--- config.mk ---
export PLATFORM = sky130hd
export DESIGN_NAME = cache_hit_counter
export DESIGN_NICKNAME = d
export VERILOG_FILES = /design/src/logic/icache_pkg.sv /design/src/logic/cache_hit_counter.sv
export SDC_FILE = /design/constraint.sdc
export NUM_CORES = 1
export LEC_CHECK = 0
export BUFFER_PORTS_ARGS = -buffer_cell sky130_fd_sc_hd__clkbuf_2
export CAP_MARGIN = 20
export CORE_MARGIN = 2
export CORE_UTILIZATION = 25
export CTS_BUF_LIST = sky130_fd_sc_hd__clkbuf_4 sky130_fd_sc_hd__clkbuf_8 sky130_fd_sc_hd__clkbuf_16
export DETAILED_ROUTE_END_ITERATION = 16
export HOLD_SLACK_MARGIN = 0.06
export SYNTH_ARGS = -nofsm -noshare
export SYNTH_HDL_FRONTEND = slang
export SYNTH_SLANG_ARGS = --single-unit
--- constraint.sdc ---
create_clock -name iCLOCK -period 2.1 [get_ports iCLOCK]
set_input_delay 0.525 -clock iCLOCK [delete_from_list [all_inputs] [get_ports iCLOCK]]
set_output_delay 0.525 -clock iCLOCK [all_outputs]
set_load 0.05 [all_outputs]
--- src/logic/icache_pkg.sv ---
// Instruction cache geometry
`default_nettype none

package icache_pkg;

	// Line and memory beat geometry
	localparam int LINE_BYTES = 64;
	localparam int BEATS_PER_LINE = 8;

	// 4-way set associative, 16 sets
	localparam int NUM_SETS = 16;
	localparam int NUM_WAYS = 4;
	localparam int INDEX_W = 4;
	localparam int TAG_W = 22;

	// Side blocks
	localparam int QUEUE_DEPTH = 16;
	localparam int HIT_COUNT_W = 7;

	// Miss and fill controller
	typedef enum logic [1:0] {
		idle,
		memreq,
		memget,
		outinst
	} fill_state_t;

endpackage

`default_nettype wire

--- src/logic/cache_hit_counter.sv ---
// Cache hit counter
`default_nettype none

module cache_hit_counter (
	input  wire iCLOCK,
	input  wire inRESET,
	input  wire clear,
	input  wire sample,
	input  wire hit,
	output logic [icache_pkg::HIT_COUNT_W-1:0] count
);

	// Sticks at all ones
	always_ff @(posedge iCLOCK or negedge inRESET) begin
		if (!inRESET) begin
			count <= '0;
		end else if (clear) begin
			count <= '0;
		end else if (sample && hit && (count != '1)) begin
			count <= count + 1'b1;
		end
	end

endmodule

`default_nettype wire

After elaboration in Yosys (flattened, before gate mapping)
Index checks and enable logic that the tools add are counted.
Operators by class
  reductions and logical operators: 3
  muxes and demuxes: 2
  equality and inequality tests: 1
  add/sub/neg operators: 1
Operators with widths (number)
  2-to-1 mux 7 bit: 2
  adder 7 x 1 -> 7 bit, second input constant: 1
  != test 7 bit, second input constant: 1
  logical AND 1 bit: 2
  nonzero test 2 bit: 1
Storage, ports and cells
  word-level logic and storage cells: 8
  register bits: 7
  output and inout bits: 7
  input port bits: 5

Longest topological paths before layout
  depth after elaboration: 4
  gate-level depth with buffers: 4
  mapped depth without buffers: 4

Worst setup path before layout
OpenSTA, ideal clock, no wires.
  kind: reg-to-reg
  start: register count[0] (netlist name)
  end: register count[0] (netlist name)
  data required time: 1.975 ns
  slack: 0.358 ns
  arrival: 1.617 ns
  period minus slack after synthesis: 1.742 ns
  buffers on the path: 0
  setup time: 0.125 ns
  cell stages (with the launch flop): 5
  cell sequence: dfrtp_1 ha_1 and4_4 a21oi_2 mux2_4
Between the ends
  cells in the longest elaborated chain, start to end: 3
  elaborated cells on any way between the ends: 6
  classes of those cells: 1 x add/sub; 1 x eq/ne; 2 x mux; 2 x reduce/logical
Ends and longest elaborated chain
  from (decl): line cache_hit_counter.sv:10  | output logic [icache_pkg::HIT_COUNT_W-1:0] count
  from (signal assigned): line cache_hit_counter.sv:20  | count <= count + 1'b1;
  adder 7 x 1 -> 7 bit / != test 7 bit (equally long branches): line cache_hit_counter.sv:20, cache_hit_counter.sv:19
  2-to-1 mux 7 bit / logical AND 1 bit (equally long branches): line cache_hit_counter.sv:19  | end else if (sample && hit && (count != '1)) begin
  2-to-1 mux 7 bit / nonzero test 2 bit (equally long branches)
Parallel ways exist; a longest one is shown, timed or not. The select of a mux whose other input is x is not followed.
A chain may end at the register's enable or synchronous reset.

Worst setup path in the final report
Ends and elaborated chain as after synthesis.

==> impl_metrics.ini <==
[status]
status = completed

[logic_synthesis]
ys_warn_count = 0
yosysUniqueCellTypes = 22
ys_seq_area_share_pct = 42.2
syn_avg_cell_area_sq_um = 10.7
synthCells = 39
synth_seq_cells = 7
syn_nets = 45
syn-cell-area_sq_um = 415

[timing]
final-setup-viol-count = 0
slew_violations = 0
setup_tns_ns = 0
timing_hold_violations_final = 0
period_share_pct = 74.8
fin_crit_ns = 1.57
fin_ws_ns = 0.529
fin_skew_ns = 0.00656
worst_slew_pin_slew_ns = 0.281
max-slew-margin-rel_pct = 81.3
rsz0062_at_grt = false
fmax_mhz = 636

[clock_network]
insertion_delay_ns = 0.25
cts_setup_buffers = 0
cts_resized = 0
clock_path_buffers = 2
htree_num_levels = 1
cts_tree = built
cts.root.buffer_cell = clkbuf_4
clk_pin_slew_ns = 0.06
cts.sinks = 7
numCtsBuffers = 3
postCtsHoldBufs = 0

[worst_setup_path]
critPathKind = flip-flop to flip-flop
critPathMaxStageDelay_ns = 0.44
worst_setup_path_start_kind = flip-flop
cp.arrival_ns = 1.71
crit_chain = ha_1, and4_4, a21oi_2, mux2_4
critPathSlowestCell = dfrtp_1
crit_fanout = 7
end_kind = flip-flop
critPathBufInv = 0
cp_top_family = flip-flops
cp.required_ns = 2.24

[layout]
biggestRegsByFlops = count x7
most-common-layout-cells = clkbuf_2 (11), dfrtp_1 (7), nor2_1 (4), clkbuf_4 (4)
largest_reg_flops = 7
drive_gt1_share_pct = 45.3
area_growth_syn_to_layout_pct = 24.4
regMostFlops = count
final_common_cell = clkbuf_2
layout.nets = 60
antenna_cells = 0
stdcell_count = 69

[placed_design]
place_inst = 65
gp_congestion = 0.797
dp_slack_ns = 0.553
dp_hpwl_um = 691
portBuffers = 11

[grt]
grt_max_degree = 11
grt_use_total_pct = 11.3
gr-total-overflow = 0
grtUsageMet1_pct = 14.8
grt_pass1_wl_mm = 1.53
met3_usage_pct = 3.60
antenna_found_initial = 0
grtUsageMet2_pct = 15.1
grt_pass1_vias = 350
top_usage_layer = met2

[min_path]
hp-class = input pin to asynchronous set/reset pin

[power_and_ir_drop]
p_leak_nw = 0.235
p_int_w = 0.000233
power_density_mw_per_mm2 = 597
power_w = 0.000309
switchingPower_w = 0.0000751
clock_power_share_pct = 44.1
p_comb_share_pct = 10.2
seq_power_share_pct = 45.7
swShare_pct = 24.4
ir_drop_v = 0.000249

[floorplanning]
ios = 12
core_sq_mm = 0.00152
row_count = 14
die_area_sq_mm = 0.00200
die_width_um = 44.8
initial_core_util_pct = 27.3
dieHeight_um = 44.8

[flow_run]
max_cap_violations = 0

[detailed_routing]
avgRoutedWirePerCell_um = 13.7
drtAntennaViolNets = 0
num_vias = 367
first_iter_violations = 12
vias_per_cell = 5.32
dr.pass1.iters = 4
routed_wl_um = 944
drc = 0
-- final cells by class --
class,instances,area (sq um)
well taps,16,20.0
inverters,1,3.75
flip-flops and latches,7,175
repair buffers,11,55.1
multi-input cells,30,233
clock buffers,4,30.0
fillers,158,1010
-- synth_stat cells --
cell type | n | share of area, %
a21boi_2 | 1 | 2.7
a21oi_1 | 2 | 2.4
a21oi_2 | 2 | 4.2
a311oi_1 | 2 | 4.2
a41oi_1 | 2 | 4.2
and2_2 | 1 | 1.8
and4_2 | 1 | 2.4
and4_4 | 2 | 5.4
buf_1 | 1 | 0.90
dfrtp_1 | 7 | 42
ha_1 | 1 | 3.0
inv_1 | 1 | 0.90
mux2_4 | 2 | 7.2
mux2i_1 | 1 | 2.4
nand2_1 | 2 | 1.8
nand2b_1 | 2 | 3.0
nand3_1 | 1 | 1.2
nand4_1 | 1 | 1.5
nor2_1 | 4 | 3.6
nor2b_1 | 1 | 1.5
o31ai_1 | 1 | 1.8
or3_1 | 1 | 1.5
-- stage by stage --
stage | area (sq um) | hold slack [ns] | util [%]
floorplan | 415 | 0.229 | -
global placement | 487 | 0.375 | 31.9
detailed placement | 487 | 0.378 | 31.9
CTS | 517 | 0.104 | 33.9
global route | 517 | 0.117 | 33.9
finish | 517 | 0.101 | 33.9
-- power by group through the flow --
stage          registers [W]  clock network [W]  logic [W]
3_3_place_gp        0.000143                  0  0.0000321
4_1_cts             0.000141           0.000142  0.0000319
3_5_place_dp        0.000143                  0  0.0000316
6_report            0.000141           0.000136  0.0000316
2_1_floorplan       0.000151                  0  0.0000118
5_1_grt             0.000141           0.000145  0.0000354
-- worst paths after layout --
check,startpoint,slack [ns],to,depth (start not counted)
worst max-delay path,count[0],0.53,count[0],4
min in group iCLOCK,count[6],0.54,count[6],2
max in group asynchronous,inRESET,1.83,count[2],1
worst min-delay path,inRESET,0.10,count[5],1
worst min register to register,count[6],0.54,count[6],2
worst max register to register,count[0],0.53,count[0],4
-- logic make-up after synthesis --
family                     Yosys count  share of synthesized area, %
AOI/OAI and AO/OA                   10                          19.6
adders and majority gates            1                          3.01
buffers and inverters                2                          1.81
DFF                                  7                          42.2
muxes                                3                          9.64
and+or+nand+nor                     16                          23.8
-- per-layer routing --
| layer | up-vias | routed length [um] |
|---|---|---|
| li1 | 178 | - |
| met1 | 176 | 446 |
| met2 | 11 | 412 |
| met3 | 2 | 70 |
| met4 | 0 | 14 |
| met5 | - | 0 |
(Power assumes the default switching activity.)
