[config.mk]
export PLATFORM = sky130hd
export DESIGN_NAME = fetch_matching_queue
export DESIGN_NICKNAME = d
export VERILOG_FILES = /design/src/logic/icache_pkg.sv /design/src/logic/fetch_matching_queue.sv
export SDC_FILE = /design/constraint.sdc
export NUM_CORES = 1
export LEC_CHECK = 0
export ABC_AREA = 1
export BUFFER_PORTS_ARGS = -buffer_cell sky130_fd_sc_hd__buf_2
export CAP_MARGIN = 15
export CORE_AREA = 2 2 39 41
export CTS_CLUSTER_DIAMETER = 150
export CTS_CLUSTER_SIZE = 30
export DETAILED_ROUTE_END_ITERATION = 8
export DIE_AREA = 0 0 41 43
export PLACE_DENSITY = 0.51
export SLEW_MARGIN = 40
export SYNTH_ARGS = -nofsm -noshare
export SYNTH_HDL_FRONTEND = slang
export SYNTH_SLANG_ARGS = --single-unit
[constraint.sdc]
create_clock -name iCLOCK -period 1.6 [get_ports iCLOCK]
set_input_delay 0.32 -clock iCLOCK [delete_from_list [all_inputs] [get_ports iCLOCK]]
set_output_delay 0.32 -clock iCLOCK [all_outputs]
set_load 0.1 [all_outputs]
[src/logic/icache_pkg.sv]
// Instruction cache geometry
`default_nettype none

package icache_pkg;

	// Line and memory beat geometry
	localparam int LINE_BYTES = 64;
	localparam int BEATS_PER_LINE = 8;

	// 4-way set associative, 16 sets
	localparam int NUM_SETS = 16;
	localparam int NUM_WAYS = 4;
	localparam int INDEX_W = 4;
	localparam int TAG_W = 22;

	// Side blocks
	localparam int QUEUE_DEPTH = 16;
	localparam int HIT_COUNT_W = 7;

	// Miss and fill controller
	typedef enum logic [1:0] {
		idle,
		memreq,
		memget,
		outinst
	} fill_state_t;

endpackage

`default_nettype wire

[src/logic/fetch_matching_queue.sv]
// Fetch matching queue
`default_nettype none

module fetch_matching_queue (
	input  wire iCLOCK,
	input  wire inRESET,
	input  wire clear,
	input  wire push,
	input  wire pop,
	output logic full,
	output logic nonempty
);

	// Outstanding requests, 0 to QUEUE_DEPTH
	logic [$clog2(icache_pkg::QUEUE_DEPTH+1)-1:0] count_q;

	always_ff @(posedge iCLOCK or negedge inRESET) begin
		if (!inRESET) begin
			count_q <= '0;
		end else if (clear) begin
			count_q <= '0;
		end else if (push && !pop) begin
			count_q <= count_q + 1'b1;
		end else if (pop && !push) begin
			count_q <= count_q - 1'b1;
		end
	end

	assign full = (count_q == icache_pkg::QUEUE_DEPTH);
	assign nonempty = (count_q != '0);

	// Fetch lock covers the full case
	assert property (@(posedge iCLOCK) disable iff (!inRESET) (push && !clear) |-> !full);
	// Every delivery matches an earlier accepted request
	assert property (@(posedge iCLOCK) disable iff (!inRESET) (pop && !clear) |-> nonempty);

endmodule

`default_nettype wire

**Yosys cells after proc, flatten, opt, wreduce, memory -nomap -nowiden**

Cells that the tools add are included.

- Memories: 0
- ROM bits: 0
- Bits in latches: 0
- Output and inout port bits: 2
- Register bits: 5
- RAM bits: 0

- Muxes and demuxes: 3
- Order comparisons: 0
- Shift operators: 0
- Bitwise gates (word level): 0
- Equality and inequality tests: 1
- $mul: 0
- $add $sub $neg: 2
- Divide/modulo/power cells: 0
- Reduce and logical (&&, ||, !) cells: 6

Operator list:

| operator | number |
|---|---|
| $mux W5 | 3 |
| $add A5 B1 Y5 const B | 1 |
| $eq A5 B5 Y1 const B | 1 |
| $reduce_bool A5 Y1 | 1 |
| $sub A5 B1 Y5 const B | 1 |
| $reduce_bool A3 Y1 | 1 |
| $logic_and A1 B1 Y1 | 2 |
| $logic_not A1 Y1 | 2 |

**Logic depth before layout (Yosys ltp)**

Gate-level depths: netlist of run 1.

- Depth in word-level cells: 5
- Depth in mapped cells: 9

**Worst setup path after synthesis of run 1**

Ideal clock, no wire load.

- Path kind: reg2out
- Start point: register count_q[0] (netlist name)
- End point: output full
- Cell stages (with the launch flop): 4
- Required time: 1.280 ns
- Data arrival time: 1.890 ns
- Path slack: -0.610 ns
- Path buffers: 0
- Cells stage by stage: dfrtp_1 -> nor2_1 -> nand3_1 -> nor2_1

- Cells in the longest elaborated chain, start to end: 1

RTL lines:

| item | line | source |
|---|---|---|
| from (decl) | fetch_matching_queue.sv:15 | `logic [$clog2(icache_pkg::QUEUE_DEPTH+1)-1:0] count_q;` |
| from (signal assigned) | fetch_matching_queue.sv:23 | `count_q <= count_q + 1'b1;` |
| from (signal assigned) | fetch_matching_queue.sv:25 | `count_q <= count_q - 1'b1;` |
| $eq A5 B5 Y1 | fetch_matching_queue.sv:29 | `assign full = (count_q == icache_pkg::QUEUE_DEPTH);` |
| to (decl) | fetch_matching_queue.sv:10 | `output logic full,` |

Every way passes these cells.

**Worst setup path in the final report of run 1**

Ends and elaborated chain as after synthesis.

==> results of run 1 <==
## timing repair
action,in CTS,in global routing
setup endpoints to repair,1,1
setup buffers,0,1
hold buffers,1,0
hold endpoints to repair,5,0
pin swaps,0,2
resized for setup,1,5
## stage by stage
step | util (%) | instances | TNS, ns | setup WS (ns)
after floorplan | - | 61 | -0.341 | -0.181
after global placement | 37.7 | 84 | 0 | 0.0456
after detailed placement | 37.7 | 84 | 0 | 0.0220
after CTS | 40.5 | 89 | 0 | 0.0135
after global routing | 42.0 | 90 | -0.0164 | -0.0164
final | 42.0 | 90 | 0 | 0.0577
## cells by family after synthesis
family / share of synthesized area (%)
adder cells (fa/ha/maj): 16.2
XOR/XNOR: 2.03
AO/OA/AOI/OAI: 7.83
AND/OR/NAND/NOR: 37.1
buffers and inverters: 7.83
flip-flops: 29.0
## critical path, stage by stage (launching register included)
cell	delay (ns)
dfrtp_2	0.45
nor2_4	0.12
nand3_2	0.08
nor2_2	0.15
buf_12	0.19
## final timing paths
kind	start	to	slack, ns	cells after the start
min	clear	count_q[1]$_DFFE_PN0P_	0.38	4
min in group asynchronous	inRESET	count_q[4]$_DFFE_PN0P_	0.42	2
max reg2reg	count_q[0]$_DFFE_PN0P_	count_q[4]$_DFFE_PN0P_	0.14	7
max in group asynchronous	inRESET	count_q[3]$_DFFE_PN0P_	1.04	2
max	count_q[0]$_DFFE_PN0P_	full	0.06	4
min reg2reg	count_q[4]$_DFFE_PN0P_	count_q[4]$_DFFE_PN0P_	0.52	2
## routing by layer
layer / share of wire (%) / vias up / global-route usage [%]
met1: 46 / 182 / 16.3
li1: - / 223 / -
met3: 2.4 / 0 / 3.66
met5: 0 / - / 0
met4: 0 / 0 / 10.0
met2: 51 / 5 / 15.0
## cell type report
class | count | area, um2 | area share (%)
multi-input cells | 47 | 288 | 49.6
clock buffers | 4 | 26.3 | 4.53
well taps | 16 | 20.0 | 3.45
inverters | 9 | 33.8 | 5.82
flip-flops and latches | 5 | 128 | 22.0
repair buffers | 9 | 85.1 | 14.7
## power breakdown
group | internal [mW] | total (mW) | switching [mW]
Sequential | 0.153 | 0.183 | 0.0300
Combinational | 0.153 | 0.397 | 0.244
Clock | 0.0939 | 0.139 | 0.0456
## placed cells by master, fill, tap and decap left out
cell           synthesis  routed
nand2_1               20      20
nand3_1                9       8
inv_1                  7       6
ha_1                   4       4
buf_2                  0       4
inv_2                  2       3
clkbuf_4               0       3
dfrtp_1                5       3
nand2_2                2       2
nand3_2                1       2
dfrtp_2                0       2
buf_4                  0       2
buf_12                 0       2
nor2_4                 0       1
nor2_2                 0       1
nand4_1                1       1
nor2_1                 3       1
a21oi_2                1       1
xnor2_1                1       1
o22ai_1                1       1
o21ai_1                1       1
o21ai_2                1       1
a21oi_1                1       1
fa_1                   1       1
clkbuf_1               0       1
dlygate4sd3_1          0       1
==> metrics, run 1 <==
outcome=complete, no violations; Max Fclk=648 MHz; first-pass GRT wire length=1350 um; Final Cycle Share=between 90% and 100%; endpoints failing hold=0; I/O pins=7; Routed Wire Length=890 um; share of cells above drive strength 1=between 30% and 40%; Power Dens Cells=between 1000 and 1500 nW/um2; Post-synth EDFFs=0; CP max FO=5; wire length per cell=9.89 um; Worst-Margin Slew=0.180 ns; Clock Path Buffers=2; largest net degree at the start of global routing=7; Post-synth top cells=nand2_1, nand3_1, inv_1, dfrtp_1, ha_1; CTS tree=yes; startpoint types=flop; drt via density=about 4.6; PortBufs=6; Synth top area share=between 20 and 30%; biggest regs=count_q (5); Critical Path End Type=output pin; fillers=between 150 and 200; H-tree level count=1; Inserted Diodes=0; Leak Pwr=about 0.30 nW; max-slew violation count=0; area of the core=between 1000 and 1500 um2; synth top area cells=dfrtp_1, nand2_1, ha_1; total track usage=12.1%; drt drc=0; vias=410; most frequent cell after synthesis=nand2_1; #FFs+latches synth=5; vias in the first global route=roughly 360; total of max-cap violations=0; cells after synthesis=slightly above 60; Layout area overhead=34.5%; Post-synth ARST share=100%; dpl hpwl=735 um; Placed Area=between 500 and 600 um2; Yosys warnings=0; crit path kind=reg2out; Final Net Count=85; Clock Pin Slew Worst Setup and Hold Paths=about 0.040 ns; Starting Density=a little under a third; post-route cell area=a little under 600 um2; total chip power=719 uW; syn nets=71; antenna-violating nets left=0; CTS buffer count=3; Worst slew margin=between 80% and 90%; Peak VDD IR=0.000553 V; DRT iter0 DRCs=9; total grt overflow=0; HP Class=in2reg; crit path time final=1.54 ns; Row Count=14; register area share after synthesis=between 20% and 30%; root buf cell=clkbuf_4; Avg Cell Area, Syn=approximately 7.1 um2; Die Span Y=43 um; final RePlAce weighted congestion=0.748; Worst EP arrival=about 1.2 ns; post-synth cell types=17; initial antenna violation count=0; Most flops, register=count_q; die area=1760 um2; max reg flops=5; Most used DFF post-synth=dfrtp_1; CTS sink count=5; clk_lat worst skew=about 0.23 ns; Synth Cell Area=between 400 and 500 um2; Die Span X=approximately 40 um; WHS=about 0.38 ns; Critical Path RT=1.28 ns; dominant cell type by area after synthesis=dfrtp_1; Final setup viols=0; Clock Skew=about 0.00014 ns; Pre-antenna DRT Iters=4
(Power assumes the default switching activity.)
==> inputs of run 2 (changes only) <==
--- a/config.mk
+++ b/config.mk
@@ -8,12 +8,14 @@
 export ABC_AREA = 1
 export BUFFER_PORTS_ARGS = -buffer_cell sky130_fd_sc_hd__buf_2
 export CAP_MARGIN = 15
+export CELL_PAD_IN_SITES_DETAIL_PLACEMENT = 1
+export CELL_PAD_IN_SITES_GLOBAL_PLACEMENT = 1
 export CORE_AREA = 2 2 39 41
 export CTS_CLUSTER_DIAMETER = 150
 export CTS_CLUSTER_SIZE = 30
 export DETAILED_ROUTE_END_ITERATION = 8
 export DIE_AREA = 0 0 41 43
-export PLACE_DENSITY = 0.51
+export PLACE_DENSITY = 0.66
 export SLEW_MARGIN = 40
 export SYNTH_ARGS = -nofsm -noshare
 export SYNTH_HDL_FRONTEND = slang
==> metrics, run 2 (synthesis gave the netlist of run 1 again) <==
Layout area overhead=35.9%; largest net degree at the start of global routing=6; commonest non-fill, non-tap cell in the layout=nand2_1; wire length per cell=12.0 um; hold path cells=4; setup TNS=0 ns; worst hold start=clear; startpoint types=flop; Inst Count DP=86; Final Instance Count excl. Fillers=roughly 90; share of cells above drive strength 1=around 33%; total grt overflow=0; CTS sink count=5; Worst-Margin Slew=roughly 0.20 ns; max reg flops=5; Routed Wire Length=1090 um; DRT iter0 DRCs=1; CTS tree=yes; Final setup viols=0; total of max-cap violations=0; register area=~130 um2; Clock Pin Slew Worst Setup and Hold Paths=~0.040 ns; Final Cycle Share=between 90% and 100%; vias in the first global route=between 400 and 500; final RePlAce weighted congestion=0.724; Internal=401 uW; R2R cell count=7; Slowest-stage cell, CP=dfrtp_1; crit path time final=approximately 1.5 ns; fillers=about 190; Clock power frac=19.2%; unrepaired setup endpoints after global routing=no; CP max FO=3; die area=roughly 1800 um2; Worst slew margin=86.9%; WHS=between 0.3 and 0.4 ns; Leak Pwr=around 0.31 nW; Final Net Count=86; antenna-violating nets left=0; PortBufs=6; drt via density=about 4.7; HP Class=in2reg; dpl hpwl=966 um; Top delay family on crit path=flip-flops; drt drc=0; Critical Path End Type=output pin; Worst R2R End=count_q[4]$_DFFE_PN0P_; Max Fclk=approximately 660 MHz; total chip power=slightly above 700 uW; first-pass GRT wire length=1840 um; biggest regs=count_q (5); initial antenna violation count=0; Die Span Y=~43 um; Worst R2R Start=count_q[0]$_DFFE_PN0P_; CP max stage delay=~0.42 ns; vias=roughly 430; Critical Path RT=between 1 and 1.5 ns; Die Span X=approximately 40 um; crit path kind=reg2out; Crit path buffers/inverters=1; Inserted Diodes=0; CTS buffer count=3; Row Count=14; root buf cell=clkbuf_4; r2r setup slk=~0.14 ns; area of the multi-input gates=~290 um2; outcome=complete, no violations; H-tree level count=1; Clock Path Buffers=2; I/O pins=7; switching share of total power=approximately 45%; max-slew violation count=0; Peak VDD IR=between 0.0004 and 0.0005 V; crit path cell chain=nor2_4, nand3_2, nor2_2, buf_12; Worst EP arrival=between 1 and 1.5 ns; Util after Layout=a little over two fifths; Comb pwr share=55.2%; end of the worst hold path=count_q[1]$_DFFE_PN0P_; sequential share of power=25.6%; total track usage=16.3%; most frequent cells in the layout=nand2_1, nand3_1, inv_1; Power Dens Cells=~1200 nW/um2; Switch Pwr=between 300 and 400 uW; clk_lat worst skew=approximately 0.23 ns; endpoints failing hold=0; Clock Skew=approximately 0.0020 ns; area of the core=between 1000 and 1500 um2; Starting Density=between 30% and 40%; Pre-antenna DRT Iters=2; Most flops, register=count_q
## run 2: cell count changes in the layout (fill, tap and decap cells not counted), sizes merged
| cell | before | now |
|---|---|---|
| buf | 8 | 9 |
## run 2: worst max path at each step
stage          slack (ns)                    from                     end  cells after the start
6_report             0.08  count_q[3]$_DFFE_PN0P_                    full                      4
5_1_grt              0.02  count_q[3]$_DFFE_PN0P_                    full                      4
4_1_cts              0.03  count_q[0]$_DFFE_PN0P_                    full                      4
3_5_place_dp        0.003                     pop  count_q[4]$_DFFE_PN0P_                     10
3_3_place_gp         0.02                     pop  count_q[4]$_DFFE_PN0P_                     10
2_1_floorplan       -0.18  count_q[0]$_DFFE_PN0P_                nonempty                      2
## run 2: power groups by stage
| stage | Clock, mW | Sequential, mW | Combinational (mW) |
|---|---|---|---|
| 6_report | 0.140 | 0.186 | 0.401 |
| 5_1_grt | 0.160 | 0.189 | 0.451 |
| 4_1_cts | 0.149 | 0.180 | 0.400 |
| 3_5_place_dp | 0 | 0.182 | 0.397 |
| 3_3_place_gp | 0 | 0.178 | 0.388 |
| 2_1_floorplan | 0 | 0.172 | 0.276 |
## run 2: worst min-delay path: stages
cell     delay, ns
buf_2         0.09
a21oi_2       0.05
nand2_1       0.05
o21ai_1       0.06
## run 2: metrics by stage
stage	instance area, um2	setup WS, ns
2_1_floorplan	434	-0.181
3_3_place_gp	537	0.0238
3_5_place_dp	537	0.00284
4_1_cts	573	0.0311
5_1_grt	587	0.0155
6_report	587	0.0820
## run 2: layout make-up
| type | count | share of cell area, % |
|---|---|---|
| sequential | 5 | 21.5 |
| multi-input combinational | 47 | 49.0 |
| clock buffer | 4 | 4.48 |
| tap | 16 | 3.41 |
| inverter | 9 | 5.76 |
| timing repair buffer | 10 | 15.8 |
## run 2: per-layer routing
layer  track usage (%)  routed length (um)
met2              24.4                 570
met3              3.14                  10
met5                 0                   0
met4              10.0                  10
met1              20.6                 500
## run 2: repair_timing
action	in CTS	in global routing
setup endpoints to repair	0	2
setup buffers	0	0
hold endpoints to repair	5	0
hold buffers	1	0
resized for setup	0	6
==> inputs of run 3 (changes only) <==
--- a/config.mk
+++ b/config.mk
@@ -15,7 +15,7 @@
 export CTS_CLUSTER_SIZE = 30
 export DETAILED_ROUTE_END_ITERATION = 8
 export DIE_AREA = 0 0 41 43
-export PLACE_DENSITY = 0.66
+export PLACE_DENSITY_LB_ADDON = 0.2
 export SLEW_MARGIN = 40
 export SYNTH_ARGS = -nofsm -noshare
 export SYNTH_HDL_FRONTEND = slang
==> metrics, run 3 (synthesis gave the netlist of run 1 again) <==
outcome=complete, no violations; vias=449; total track usage=between 10% and 20%; crit path cell chain=nor2_2, nand3_1, nor2_2, buf_12; hold path cells=4; H-tree level count=1; dpl hpwl=975 um; Power Dens Cells=roughly 1300 nW/um2; initial antenna violation count=0; Most flops, register=count_q; CTS sink count=5; Placed Area=roughly 520 um2; Layout area overhead=37.1%; first-pass GRT wire length=about 2000 um; total of max-cap violations=0; Worst R2R Start=count_q[0]$_DFFE_PN0P_; Routed Wire Length=around 1200 um; Slowest-stage cell, CP=dfrtp_2; Clock Skew=0.00819 ns; wire length per cell=around 13 um; Final setup viols=0; Leak Pwr=about 0.32 nW; Worst R2R End=count_q[4]$_DFFE_PN0P_; startpoint types=flop; Die Span X=just over 40 um; Final Net Count=88; worst hold start=clear; Setup crit start=count_q[0]$_DFFE_PN0P_; endpoints failing hold=0; Worst-Margin Slew=around 0.2 ns; Util after Layout=between 40% and 50%; Critical Path End Type=output pin; clk_lat worst skew=0.25 ns; post-route cell area=between 500 and 600 um2; antenna-violating nets left=0; Row Count=14; max-slew violation count=0; drt via density=slightly below 5; Max Fclk=653 MHz; crit path time final=between 1.5 and 2 ns; r2r setup slk=around 0.10 ns; end of the worst hold path=count_q[4]$_DFFE_PN0P_; CTS buffer count=3; biggest regs=count_q (5); cell mode on critical path=nor2_2; Peak VDD IR=approximately 0.00050 V; setup TNS=0 ns; root buf cell=clkbuf_4; Clock Path Buffers=2; Final Instance Count excl. Fillers=between 90 and 100; vias in the first global route=around 480; PortBufs=6; HP Class=in2reg; max reg flops=5; Pre-antenna DRT Iters=3; CP max stage delay=between 0.4 and 0.5 ns; total grt overflow=0; I/O pins=7; CP max FO=3; drt drc=0; share of cells above drive strength 1=31.2%; area of the core=1380 um2; largest net degree at the start of global routing=7; commonest non-fill, non-tap cell in the layout=nand2_1; CTS tree=yes; Die Span Y=43 um; Final Cycle Share=95.8%; Inst Count DP=84; R2R cell count=8; most frequent cells in the layout=nand2_1, nand3_1, inv_1; Worst slew margin=86.5%; Critical Path RT=~1.3 ns; Inserted Diodes=0; die area=between 1500 and 2000 um2; Starting Density=31.2%; Worst EP arrival=around 1.2 ns; crit path kind=reg2out; DRT iter0 DRCs=5; Clock Pin Slew Worst Setup and Hold Paths=0.05 ns; final RePlAce weighted congestion=0.784; WHS=around 0.38 ns
## run 3: changes by cell type in the layout (fill, tap and decap cells not counted), sizes merged
cell,previous run,this run
buf,9,11
## run 3: layout make-up
cell class                 count  area, um2
clock buffer                   4       26.3
fill                         179        792
timing repair buffer          12        108
tap                           16       20.0
multi-input combinational     47        278
inverter                       9       33.8
sequential                     5        126
## run 3: per-layer routing
layer  vias up  routed length [um]  GRT usage [%]
li1        229                   -              -
met1       212                 536           20.1
met2         4                 619           29.7
met3         4                  23           4.71
met4         0                  24           8.00
met5         -                   0              0
## run 3: power by group
part | leakage, nW | switching [mW] | internal [mW] | total [mW]
Sequential | 0.0640 | 0.0234 | 0.151 | 0.175
Clock | 0.0150 | 0.0585 | 0.0947 | 0.153
Combinational | 0.237 | 0.255 | 0.162 | 0.417
Total | 0.316 | 0.337 | 0.408 | 0.745
## run 3: worst max-delay path by stage
stage,cells after the start,end,slack [ns]
after floorplan,2,nonempty,-0.18
after global placement,10,count_q[4]$_DFFE_PN0P_,0.1
after detailed placement,10,count_q[4]$_DFFE_PN0P_,0.04
after CTS,4,full,0.05
after global routing,8,count_q[4]$_DFFE_PN0P_,-0.002
final,4,full,0.07
## run 3: worst max-delay path, delay by kind of cell (launching register included)
kind                   cells  cell delay [ns]
AND/OR/NAND/NOR            3             0.36
buffers and inverters      1             0.19
flip-flops                 1             0.41
## run 3: timing repair
action / in CTS / in global routing
resized for setup: 2 / 0
hold buffers: 1 / 0
endpoints found under the hold margin: 5 / 0
cloned: 0 / 0
buffers inserted: 2 / 2
setup endpoints to repair: 1 / 1
## run 3: through the flow
stage,setup slack (ns),power (mW)
4_1_cts,0.0534,0.744
2_1_floorplan,-0.181,0.448
3_3_place_gp,0.0989,0.562
5_1_grt,-0.00242,0.804
6_report,0.0680,0.745
3_5_place_dp,0.0436,0.571
